`config.mk`:
```
export PLATFORM = sky130hd
export DESIGN_NAME = soc_system
export DESIGN_NICKNAME = d
export VERILOG_FILES = /design/src/hw/soc_pkg.sv /design/src/hw/int_mem.sv /design/src/hw/periph_intercon.sv /design/src/hw/tx_fifo.sv /design/src/hw/uart_tx.sv /design/src/hw/rst_ctr.sv /design/src/hw/soc_system.sv
export VERILOG_INCLUDE_DIRS = /design/src /design/src/hw
export SDC_FILE = /design/constraint.sdc
export NUM_CORES = 2
export LEC_CHECK = 0
export BUFFER_PORTS_ARGS = -buffer_cell sky130_fd_sc_hd__clkbuf_2
export CAP_MARGIN = 20
export CORE_UTILIZATION = 45
export DETAILED_ROUTE_END_ITERATION = 10
export GPL_TIMING_DRIVEN = 0
export HOLD_SLACK_MARGIN = 0.06
export PLACE_DENSITY = 0.56
export SYNTH_ARGS = -nofsm -noshare
export SYNTH_HDL_FRONTEND = slang
export SYNTH_SLANG_ARGS = --single-unit
```
`constraint.sdc`:
```
create_clock -name clk -period 7.08 [get_ports clk]
set_clock_uncertainty 0.2 [all_clocks]
set_input_delay 0 -clock clk [delete_from_list [all_inputs] [get_ports clk]]
set_output_delay 0 -clock clk [all_outputs]
set_load 0.01 [all_outputs]
```
`src/hw/soc_params.svh`:
```
`ifndef SOC_PARAMS_SVH
`define SOC_PARAMS_SVH

// bus widths
`define SOC_ADDR_W 16
`define SOC_DATA_W 32

// internal sram, word index from addr[7:2]
`define INT_MEM_WORDS 64
// low words write-protected while boot is set
`define BOOT_WORDS 16

// peripheral map, slave picked by addr[14]
`define N_SLAVES 2
`define UART_BASE 0
`define RST_CTR_BASE 1

// uart
`define TX_FIFO_DEPTH 4
// bit period in clock cycles after reset
`define UART_DIV_RST 8

`endif

```
`src/hw/soc_pkg.sv`:
```
`include "soc_params.svh"

package soc_pkg;

   // request from the bus master, zero wstrb is a read
   typedef struct packed {
      logic                   valid;
      logic [`SOC_ADDR_W-1:0] addr;
      logic [`SOC_DATA_W-1:0] wdata;
      logic [3:0]             wstrb;
   } mem_req_t;

   // response, ready is a one-cycle pulse
   typedef struct packed {
      logic                   ready;
      logic [`SOC_DATA_W-1:0] rdata;
   } mem_rsp_t;

   // uart register offsets, addr[3:2]
   typedef enum logic [1:0] {
      UART_TXDATA = 2'd0,
      UART_STATUS = 2'd1,
      UART_DIV    = 2'd2
   } uart_reg_t;

   // serializer states
   typedef enum logic [1:0] {TX_IDLE, TX_START, TX_DATA, TX_STOP} uart_state_t;

endpackage

```
`src/hw/int_mem.sv`:
```
`timescale 1ns/1ns
`include "soc_params.svh"

module int_mem import soc_pkg::*; (
   input  logic     clk,
   input  logic     rst,
   input  logic     boot,
   input  mem_req_t req,
   output mem_rsp_t rsp,
   output logic     busy
);

   localparam int IDX_W = $clog2(`INT_MEM_WORDS);

   logic [`SOC_DATA_W-1:0] mem [`INT_MEM_WORDS];
   logic [`SOC_DATA_W-1:0] rdata_q;
   logic [IDX_W-1:0]       clr_idx;
   logic [IDX_W-1:0]       idx;
   logic                   ready_q;
   logic                   accept;
   logic                   wr_en;

   assign idx    = req.addr[IDX_W+1:2];
   assign accept = req.valid && !busy && !ready_q;
   // boot region writes are acknowledged but dropped
   assign wr_en  = accept && (req.wstrb != 4'b0) &&
                   !(boot && (idx < IDX_W'(`BOOT_WORDS)));

   // clear sweep and handshake
   always_ff @(posedge clk) begin
      if (rst) begin
         busy    <= 1'b1;
         clr_idx <= '0;
         ready_q <= 1'b0;
      end else begin
         ready_q <= accept;
         if (busy) begin
            clr_idx <= clr_idx + 1'b1;
            if (clr_idx == IDX_W'(`INT_MEM_WORDS - 1))
               busy <= 1'b0;
         end
      end
   end

   always_ff @(posedge clk) begin
      if (busy) begin
         mem[clr_idx] <= '0;
      end else if (wr_en) begin
         for (int b = 0; b < 4; b++) begin
            if (req.wstrb[b])
               mem[idx][8*b +: 8] <= req.wdata[8*b +: 8];
         end
      end
   end

   // read data returns the word before any write in the same access
   always_ff @(posedge clk) begin
      if (accept)
         rdata_q <= mem[idx];
   end

   assign rsp.ready = ready_q;
   assign rsp.rdata = rdata_q;

   // no answer may come out of the clear sweep
   assert property (@(posedge clk) disable iff (rst) busy |-> !rsp.ready);

endmodule

```
`src/hw/periph_intercon.sv`:
```
`timescale 1ns/1ns
`include "soc_params.svh"

module periph_intercon import soc_pkg::*; (
   input  logic                 req_valid,
   input  logic                 sel,
   input  mem_rsp_t             s_rsp [`N_SLAVES],
   output logic [`N_SLAVES-1:0] s_valid,
   output mem_rsp_t             rsp
);

   // one-hot valid towards the selected slave
   always_comb begin
      s_valid      = '0;
      s_valid[sel] = req_valid;
   end

   // response of the selected slave back to the master
   assign rsp = s_rsp[sel];

   // only one slave may see a request at a time
   always_comb begin
      assert ($onehot0(s_valid))
         else $error("periph_intercon: more than one slave selected");
   end

endmodule

```
`src/hw/tx_fifo.sv`:
```
`timescale 1ns/1ns
`include "soc_params.svh"

module tx_fifo #(
   parameter int  DEPTH = `TX_FIFO_DEPTH,
   localparam int CNT_W = $clog2(DEPTH + 1)
) (
   input  logic             clk,
   input  logic             rst,
   input  logic             push,
   input  logic [7:0]       din,
   input  logic             pop,
   output logic [7:0]       dout,
   output logic             full,
   output logic             empty,
   output logic [CNT_W-1:0] count
);

   localparam int PTR_W = $clog2(DEPTH);

   logic [7:0]       buf_mem [DEPTH];
   logic [PTR_W-1:0] wr_ptr;
   logic [PTR_W-1:0] rd_ptr;

   always_ff @(posedge clk) begin
      if (rst) begin
         wr_ptr <= '0;
         rd_ptr <= '0;
         count  <= '0;
      end else begin
         if (push)
            wr_ptr <= (wr_ptr == PTR_W'(DEPTH - 1)) ? '0 : wr_ptr + 1'b1;
         if (pop)
            rd_ptr <= (rd_ptr == PTR_W'(DEPTH - 1)) ? '0 : rd_ptr + 1'b1;
         if (push && !pop)
            count <= count + 1'b1;
         else if (pop && !push)
            count <= count - 1'b1;
      end
   end

   always_ff @(posedge clk) begin
      if (push)
         buf_mem[wr_ptr] <= din;
   end

   // head byte is visible before the pop
   assign dout  = buf_mem[rd_ptr];
   assign full  = (count == CNT_W'(DEPTH));
   assign empty = (count == '0);

   assert property (@(posedge clk) disable iff (rst) push |-> !full);
   assert property (@(posedge clk) disable iff (rst) pop |-> !empty);

endmodule

```
`src/hw/uart_tx.sv`:
```
`timescale 1ns/1ns
`include "soc_params.svh"

module uart_tx import soc_pkg::*; (
   input  logic     clk,
   input  logic     rst,
   input  mem_req_t req,
   input  logic     valid,
   output mem_rsp_t rsp,
   output logic     txd,
   input  logic     cts
);

   localparam int CNT_W = $clog2(`TX_FIFO_DEPTH + 1);

   uart_reg_t              reg_sel;
   uart_state_t            state;
   logic                   is_wr;
   logic                   accept;
   logic                   push;
   logic                   pop;
   logic                   full;
   logic                   empty;
   logic                   ready_q;
   logic                   tx_busy;
   logic                   bit_end;
   logic [7:0]             fifo_dout;
   logic [7:0]             shreg;
   logic [CNT_W-1:0]       fifo_count;
   logic [15:0]            div;
   logic [15:0]            div_cnt;
   logic [2:0]             bit_cnt;
   logic [`SOC_DATA_W-1:0] rdata_q;

   assign reg_sel = uart_reg_t'(req.addr[3:2]);
   assign is_wr   = (req.wstrb != 4'b0);
   // txdata writes wait here while the fifo is full
   assign accept  = valid && !ready_q && !(is_wr && reg_sel == UART_TXDATA && full);
   assign push    = accept && is_wr && reg_sel == UART_TXDATA;

   always_ff @(posedge clk) begin
      if (rst) begin
         ready_q <= 1'b0;
         div     <= 16'(`UART_DIV_RST);
      end else begin
         ready_q <= accept;
         if (accept && is_wr && reg_sel == UART_DIV)
            div <= req.wdata[15:0];
      end
   end

   always_ff @(posedge clk) begin
      if (accept) begin
         rdata_q <= '0;
         case (reg_sel)
            UART_STATUS: rdata_q[CNT_W:0] <= {fifo_count, tx_busy};
            UART_DIV:    rdata_q[15:0]    <= div;
            default: ;
         endcase
      end
   end

   assign rsp.ready = ready_q;
   assign rsp.rdata = rdata_q;

   tx_fifo u_tx_fifo (
      .clk   (clk),
      .rst   (rst),
      .push  (push),
      .din   (req.wdata[7:0]),
      .pop   (pop),
      .dout  (fifo_dout),
      .full  (full),
      .empty (empty),
      .count (fifo_count)
   );

   // 8N1 serializer sending lsb first
   assign tx_busy = (state != TX_IDLE);
   assign pop     = (state == TX_IDLE) && !empty && cts;
   assign bit_end = ({1'b0, div_cnt} + 17'd1 >= {1'b0, div});

   always_ff @(posedge clk) begin
      if (rst) begin
         state   <= TX_IDLE;
         div_cnt <= '0;
         bit_cnt <= '0;
      end else begin
         div_cnt <= bit_end ? '0 : div_cnt + 1'b1;
         case (state)
            TX_IDLE: begin
               div_cnt <= '0;
               bit_cnt <= '0;
               if (pop)
                  state <= TX_START;
            end
            TX_START: if (bit_end) state <= TX_DATA;
            TX_DATA: begin
               if (bit_end) begin
                  bit_cnt <= bit_cnt + 1'b1;
                  if (bit_cnt == 3'd7)
                     state <= TX_STOP;
               end
            end
            TX_STOP: if (bit_end) state <= TX_IDLE;
         endcase
      end
   end

   always_ff @(posedge clk) begin
      if (pop)
         shreg <= fifo_dout;
      else if (state == TX_DATA && bit_end)
         shreg <= shreg >> 1;
   end

   always_comb begin
      case (state)
         TX_START: txd = 1'b0;
         TX_DATA:  txd = shreg[0];
         default:  txd = 1'b1;
      endcase
   end

endmodule

```
`src/hw/rst_ctr.sv`:
```
`timescale 1ns/1ns
`include "soc_params.svh"

module rst_ctr import soc_pkg::*; (
   input  logic     clk,
   input  logic     rst,
   input  mem_req_t req,
   input  logic     valid,
   output mem_rsp_t rsp,
   output logic     soft_rst,
   output logic     boot
);

   logic                   ready_q;
   logic                   accept;
   logic [`SOC_DATA_W-1:0] rdata_q;

   assign accept = valid && !ready_q;

   // only the external reset reaches here, so boot survives a soft reset
   always_ff @(posedge clk) begin
      if (rst) begin
         ready_q  <= 1'b0;
         soft_rst <= 1'b0;
         boot     <= 1'b1;
      end else begin
         ready_q  <= accept;
         soft_rst <= 1'b0;
         if (accept && req.wstrb != 4'b0) begin
            boot     <= req.wdata[0];
            soft_rst <= 1'b1;
         end
      end
   end

   always_ff @(posedge clk) begin
      if (accept)
         rdata_q <= {{(`SOC_DATA_W - 1){1'b0}}, boot};
   end

   assign rsp.ready = ready_q;
   assign rsp.rdata = rdata_q;

endmodule

```
`src/hw/soc_system.sv`:
```
`timescale 1ns/1ns
`include "soc_params.svh"

module soc_system import soc_pkg::*; (
   input  logic     clk,
   input  logic     rst,
   input  mem_req_t bus_req,
   output mem_rsp_t bus_rsp,
   output logic     mem_busy,
   output logic     txd,
   input  logic     cts
);

   logic                 soft_rst;
   logic                 rst_int;
   logic                 boot;
   logic                 p_valid;
   logic [`N_SLAVES-1:0] s_valid;
   mem_req_t             mem_req;
   mem_rsp_t             mem_rsp;
   mem_rsp_t             p_rsp;
   mem_rsp_t             s_rsp [`N_SLAVES];

   assign rst_int = rst | soft_rst;

   // addr msb picks peripherals, otherwise internal sram
   always_comb begin
      mem_req       = bus_req;
      mem_req.valid = 1'b0;
      p_valid       = 1'b0;
      bus_rsp       = mem_rsp;
      if (bus_req.addr[`SOC_ADDR_W-1]) begin
         p_valid = bus_req.valid;
         bus_rsp = p_rsp;
      end else begin
         mem_req.valid = bus_req.valid;
      end
   end

   int_mem u_int_mem (
      .clk  (clk),
      .rst  (rst_int),
      .boot (boot),
      .req  (mem_req),
      .rsp  (mem_rsp),
      .busy (mem_busy)
   );

   periph_intercon u_periph_intercon (
      .req_valid (p_valid),
      .sel       (bus_req.addr[`SOC_ADDR_W-2]),
      .s_rsp     (s_rsp),
      .s_valid   (s_valid),
      .rsp       (p_rsp)
   );

   uart_tx u_uart_tx (
      .clk   (clk),
      .rst   (rst_int),
      .req   (bus_req),
      .valid (s_valid[`UART_BASE]),
      .rsp   (s_rsp[`UART_BASE]),
      .txd   (txd),
      .cts   (cts)
   );

   rst_ctr u_rst_ctr (
      .clk      (clk),
      .rst      (rst),
      .req      (bus_req),
      .valid    (s_valid[`RST_CTR_BASE]),
      .rsp      (s_rsp[`RST_CTR_BASE]),
      .soft_rst (soft_rst),
      .boot     (boot)
   );

   // no target answers a request the master is not holding
   assert property (@(posedge clk) disable iff (rst) bus_rsp.ready |-> bus_req.valid);

endmodule

```
### Yosys cells after proc, flatten, opt, wreduce, memory -nomap -nowiden

Memories as Yosys holds them, arrays and structs flattened. A register that Yosys moved wholly into a read port is not among the register bits.
Index checks and enable logic that the tools add are counted.

| storage, ports and cells | value |
|---|---|
| bits in registers | 81 |
| RAM bits | 2080 |
| output and inout port bits | 35 |
| memories | 2 |

| operators by class | value |
|---|---|
| $add $sub $neg | 8 |
| $lt $le $gt $ge | 5 |
| eq/ne operators | 15 |
| mux-type cells | 52 |
| bitwise logic cells | 3 |
| reductions and logical operators | 41 |

Memory list:

| memory | depth | bits a word | rd ports | clocked after memory_dff | write ports | line | source |
|---|---|---|---|---|---|---|---|
| u_int_mem.mem | 64 | 32 | 1 | 1 | 1 | int_mem.sv:15 | `` logic [`SOC_DATA_W-1:0] mem [`INT_MEM_WORDS]; `` |
| u_uart_tx.u_tx_fifo.buf_mem | 4 | 8 | 1 | 1 | 1 | tx_fifo.sv:21 | `logic [7:0] buf_mem [DEPTH];` |

Operators by type and width:

| cell | number |
|---|---|
| 33-bit 2-to-1 mux | 4 |
| 32-bit 2-to-1 mux | 1 |
| 32-bit OR reduction | 1 |
| 1-bit 2-to-1 mux | 26 |
| 1-bit logical AND | 20 |
| 2-bit 2-to-1 mux | 9 |
| 16-bit by 1-bit adder with 17-bit output, second input constant | 1 |
| 17-bit by 16-bit >= comparator with 1-bit output | 1 |
| 16-bit by 1-bit adder with 16-bit output, second input constant | 1 |
| 8-bit 2-to-1 mux | 2 |
| 2-bit == test, second input constant | 5 |
| 1-bit zero test | 9 |
| 3-bit 2-to-1 mux | 3 |
| 2-bit by 1-bit != test with 1-bit output, second input constant | 4 |
| 2-bit one-hot mux with 4 select lines | 1 |
| 4-bit one-hot mux with 2 select lines | 1 |
| 2-bit nonzero test | 4 |
| 3-bit by 1-bit adder with 3-bit output, second input constant | 2 |
| 6-bit by 1-bit adder with 6-bit output, second input constant | 1 |
| 3-bit == test, second input constant | 2 |
| 6-bit == test, second input constant | 1 |
| 6-bit by 5-bit less-than comparator with 1-bit output, second input constant | 1 |
| 6-bit 2-to-1 mux | 1 |
| 3-bit one-hot mux with 2 select lines | 1 |
| 19 further kinds | 22 |

### Longest topological paths before layout

| logic depth | value |
|---|---|
| depth in word-level cells | 13 |
| gate-level depth with buffers | 17 |
| gate-level depth less buffers | 13 |

### Cells and area by module

Synthesis repeated with hierarchy kept, for this count alone.

| second synthesis, totals | value |
|---|---|
| cells, all modules | 4429 |
| area, all modules | 87041.0 um^2 |

By module, submodules not included:

| module | times used | cells an instance | area an instance (um^2) |
|---|---|---|---|
| int_mem | 1 | 3891 | 80708.7 |
| uart_tx | 1 | 326 | 3216.8 |
| tx_fifo | 1 | 87 | 1600.3 |
| soc_system | 1 | 40 | 561.8 |
| periph_intercon | 1 | 39 | 555.5 |
| rst_ctr | 1 | 46 | 397.9 |

### Worst setup path after synthesis

No wires, ideal clock.

| timing | value |
|---|---|
| path kind | input to register |
| start point | in bus_req[39] in the netlist's numbering |
| end point | reg u_uart_tx.u_tx_fifo.count[2] |
| setup time | 0.070 ns |
| arrival time | 4.201 ns |
| data required time | 6.810 ns |
| path slack | 2.609 ns |
| stages | 16 |
| buffers on the path | 4 |
| cell sequence | clkbuf_1 -> clkbuf_1 -> buf_1 -> inv_1 -> ha_1 -> nand2_1 -> nor4_1 -> nor4_2 -> and3b_1 -> clkbuf_1 -> ha_1 -> inv_1 -> fa_1 -> xor2_1 -> or3_1 -> a21oi_1 |

| between the ends | value |
|---|---|
| word-level cells in the longest chain between the ends | 10 |

RTL lines:

| element | line | source |
|---|---|---|
| start: declaration | soc_system.sv:7 | `input mem_req_t bus_req,` |
| 2-bit zero test * | uart_tx.sv:38 | `assign accept = valid && !ready_q && !(is_wr && reg_sel == UART_TXDATA && full);` |
| 1-bit logical AND * (2 in a row) | uart_tx.sv:38 |  |
| 1-bit zero test * | uart_tx.sv:38 |  |
| 1-bit logical AND * | uart_tx.sv:38 |  |
| named net u_uart_tx.accept | uart_tx.sv:19 | `logic accept;` |
| 1-bit logical AND * (2 in a row) | uart_tx.sv:39 | `assign push = accept && is_wr && reg_sel == UART_TXDATA;` |
| named net u_uart_tx.push | uart_tx.sv:20 | `logic push;` |
| 1-bit zero test | tx_fifo.sv:37 | `else if (pop && !push)` |
| 1-bit logical AND | tx_fifo.sv:37 |  |
| 2-bit nonzero test (no source line) | -- |  |
| end signal: assignment | tx_fifo.sv:36 | `count <= count + 1'b1;` |
| end signal: assignment | tx_fifo.sv:38 | `count <= count - 1'b1;` |
| end: declaration | tx_fifo.sv:16 | `output logic [CNT_W-1:0] count` |

The timed path passes the listed nets; every way through them passes the cells marked *.
A chain may end at the register's enable or synchronous reset.

### Final worst setup path

| timing | value |
|---|---|
| start point | in bus_req[38] in the netlist's numbering |
| end point | reg u_uart_tx.u_tx_fifo.count[2] |

The elaborated chain is that of the path after synthesis.

==> results_dict.tcl <==
set metrics [dict create \
    hpwlAfterDp_mm 171 \
    drv_cap 0 \
    overflow 0 \
    cts_root_buffer "clkbuf_16" \
    dieWidth_um 438 \
    maxSlewHeadroom 0.190 \
    synth_top_cell_area_share 0.750 \
    worst_pin_slew_ns 1.22 \
    cp-end-kind "flop" \
    synthToLayoutAreaGrowth_pct 14.6 \
    netlist_area_um2 85600 \
    dieArea_um2 192000 \
    min_period_ns 5.84 \
    track_usage 0.252 \
    critPathMaxFanout 10 \
    core_um2 188000 \
    holdPathStages 7 \
    swShare 0.216 \
    cp.depth 20 \
    synth_top_flop_cell "edfxtp_1" \
    post_cts.repair.setup_buffers 0 \
    cts_num_sinks 2195 \
    slowest_delay_ns 0.77 \
    reg2reg_depth 6 \
    slowest_stage "buf_2" \
    numCtsBuffers 222 \
    yosysTopAreaCell "edfxtp_1" \
    drt_iter0_markers 5014 \
    place_congestion 0.866 \
    start_util 0.454 \
    p_switching_mw 5.77 \
    crit_required_ns 7.65 \
    insertion_delay_ns 0.87 \
    rsz0062_at_grt "false" \
    viasPerCell 5.95 \
    power.internal_mw 21.0 \
    hold_slack_ns 0.116 \
    pwr-share-seq 0.531 \
    grt_pass1_vias 41800 \
    cts.path.max_buffers 3 \
    h-tree-depth 4 \
    ys_top_cells_by_count "edfxtp_1, mux4_2, nor2_1, clkbuf_1, nand2_1" \
    pwr-share-clk 0.419 \
    postSynthCellCount 3859 \
    placementRows 159 \
    timing.fmax_ghz 0.171 \
    antenna_found_initial 8 \
    ys_types 53 \
    crit_chain "dlygate4sd3_1 -> clkbuf_2 -> buf_2 -> buf_6 -> buf_2 -> buf_2 -> inv_1 -> ha_1 -> nand2_1 -> nor4_1 -> nor4_4 -> dlygate4sd3_1 -> and3b_1 -> clkbuf_1 -> ha_1 -> inv_1 -> fa_1 -> xor2_1 -> or3_1 -> a21oi_1" \
    synth_edf_count 2137 \
    io_pins 91 \
    firstDrtPassIters 8 \
    synth.avg_cell_area_um2 22.2 \
    combPwrFrac 0.050 \
    finalNetCount 4396 \
    dieHeight_um 438 \
    finalSetupViolCount 0 \
    cp.arrival_ns 6.41 \
    cts_tree "done" \
    power_mw 26.8 \
    cp.buffers_inverters 10 \
    io_buffers 78 \
    post_drt_wl_per_cell_um 34.4 \
    finalHoldViolCount 0 \
    drc 0 \
    crit_top_cell "buf_2" \
    syn-num-nets 3949 \
    period_share 0.824 \
    yosysSeqAreaShare 0.763 \
    synth_area_leaders "edfxtp_1, mux4_2, dfxtp_1, nor2_1, ha_1" \
    synth_most_common_cell "edfxtp_1" \
    p_per_area_nw_per_um2 273 \
    slew_viol_final 0 \
    min_path_type "in2reg" \
    clk_pin_slew_ns 0.06 \
    critical-path-top-delay-family "buffers and inverters" \
    ant_nets 0 \
    ys_seq_elements 2195 \
    drive_above_1_share 0.283 \
    critPathKind "in2reg" \
    irDropWorstVdd_v 0.000275 \
    drt-total-wl_mm 240 \
    leakage_nw 34.8 \
    grt_pass1_wl_mm 332 \
    num_vias 41600 \
    status "complete, no violations" \
    critPathLaunchType "input pin" \
    ys_warn_count 0 \
    grt_max_degree 61 \
    async_flop_share 0 \
]
==> worst paths after layout <==
| path | start | endpoint | slack, ns |
|---|---|---|---|
| min reg2reg | u_uart_tx.bit_cnt[1]$_SDFFE_PP0P_ | u_uart_tx.bit_cnt[1]$_SDFFE_PP0P_ | 0.27 |
| max | bus_req[38] | u_uart_tx.u_tx_fifo.count[2]$_SDFFE_PP0P_ | 1.24 |
| max reg2reg | u_int_mem.busy$_SDFF_PP1_ | u_int_mem.mem[3][31]$_DFFE_PP_ | 1.98 |
| min | bus_req[3] | u_uart_tx.u_tx_fifo.wr_ptr[1]$_SDFFE_PP0P_ | 0.12 |
==> area by class of cell <==
cell class,instances,area (um^2)
tap,2495,3120
sequential,2195,65300
multi-input combinational,1415,19300
clock buffer,298,5970
timing repair buffer,223,2470
antenna,5,12.5
buffer,206,925
fill,14600,90300
inverter,43,161
clock inverter,107,877
==> worst register-to-register path, cell delays in order (launching register included) <==
cell	delay, ns
dfxtp_1	0.45
or4b_4	0.71
a211oi_4	0.39
mux2i_1	1.00
and2_1	0.51
nand2_1	0.42
nor2_1	1.02
==> placed cells by master, fill, tap and decap left out, drive strengths merged, types with 2 or more instances in the layout <==
cell type	netlist	routed
and2	51	51
o31ai	2	2
inv	43	49
dlygate4sd3	0	74
xor2	14	14
nand4	6	6
a31oi	3	3
or2	2	2
a21oi	13	13
nand3	17	17
diode	0	5
ha	33	33
buf	108	179
nor2	308	308
dfxtp	58	58
clkinvlp	0	5
or3	4	4
nor4	3	3
nand2	95	95
and3	5	5
edfxtp	2137	2137
o21a	2	2
nor3	7	7
mux2i	39	39
xnor2	6	6
bufinv	0	11
clkinv	0	85
clkbuf	98	474
a211oi	4	4
nand3b	3	3
mux2	23	23
o21ai	42	42
nand2b	9	9
nor2b	36	36
o311ai	2	2
a21o	5	5
a22oi	3	3
mux4	666	666
==> cell families after synthesis <==
kind of cell | synth area share
adder cells (fa/ha/maj) | 0.00506
multiplexers | 0.183
AO/OA/AOI/OAI | 0.00576
AND/OR/NAND/NOR | 0.0287
XOR/XNOR | 0.00205
flip-flops | 0.763
buffers and inverters | 0.0124
==> stage by stage <==
| step | std cells | cell area [um^2] | TNS, ns | setup WS (ns) | util |
|---|---|---|---|---|---|
| after floorplan | 3859 | 85600 | 0 | 2.61 | - |
| after global placement | 6432 | 89100 | -16.19 | -0.933 | 0.473 |
| after detailed placement | 6499 | 90500 | 0 | 1.45 | 0.480 |
| after CTS | 6978 | 98100 | 0 | 1.33 | 0.521 |
| after global routing | 6984 | 98100 | 0 | 0.949 | 0.521 |
| final | 6987 | 98100 | 0 | 1.24 | 0.521 |
==> layer usage <==
| layer | GRT usage | wire length (um) |
|---|---|---|
| met4 | 0.0783 | 7500 |
| met2 | 0.414 | 119000 |
| met1 | 0.345 | 97200 |
| met3 | 0.0436 | 16500 |
| met5 | 0 | 27 |
==> flip-flops by register name (all words and copies together) (netlist names), named ones only <==
register and count:
u_rst_ctr.boot 1, u_uart_tx.u_tx_fifo.rd_ptr 2, u_int_mem.clr_idx 6, u_uart_tx.bit_cnt 3, u_int_mem.ready_q 1, u_int_mem.busy 1
u_uart_tx.rdata_q 16, u_int_mem.rdata_q 32, u_uart_tx.u_tx_fifo.buf_mem 32, u_uart_tx.state 2, u_uart_tx.ready_q 1, u_uart_tx.div_cnt 16
u_uart_tx.div 16, u_uart_tx.u_tx_fifo.wr_ptr 2, u_rst_ctr.soft_rst 1, u_uart_tx.u_tx_fifo.count 3, u_rst_ctr.ready_q 1, u_uart_tx.shreg 8
u_rst_ctr.rdata_q 1, u_int_mem.mem 2048
==> power by group through the flow <==
stage	logic [mW]	clock network (mW)	registers [mW]
2_1_floorplan	0.744	0	14.5
3_3_place_gp	1.27	0	14.5
3_5_place_dp	1.31	0	14.5
4_1_cts	1.35	11.3	14.2
5_1_grt	1.40	11.8	14.2
6_report	1.34	11.2	14.2
==> what timing repair did <==
action | 4_1_cts | 5_1_grt
endpoints found under the hold margin | 2278 | 0
hold buffers | 74 | 0
gates resized for setup | 0 | 0
Note: power is estimated with default switching activity, not from simulation.
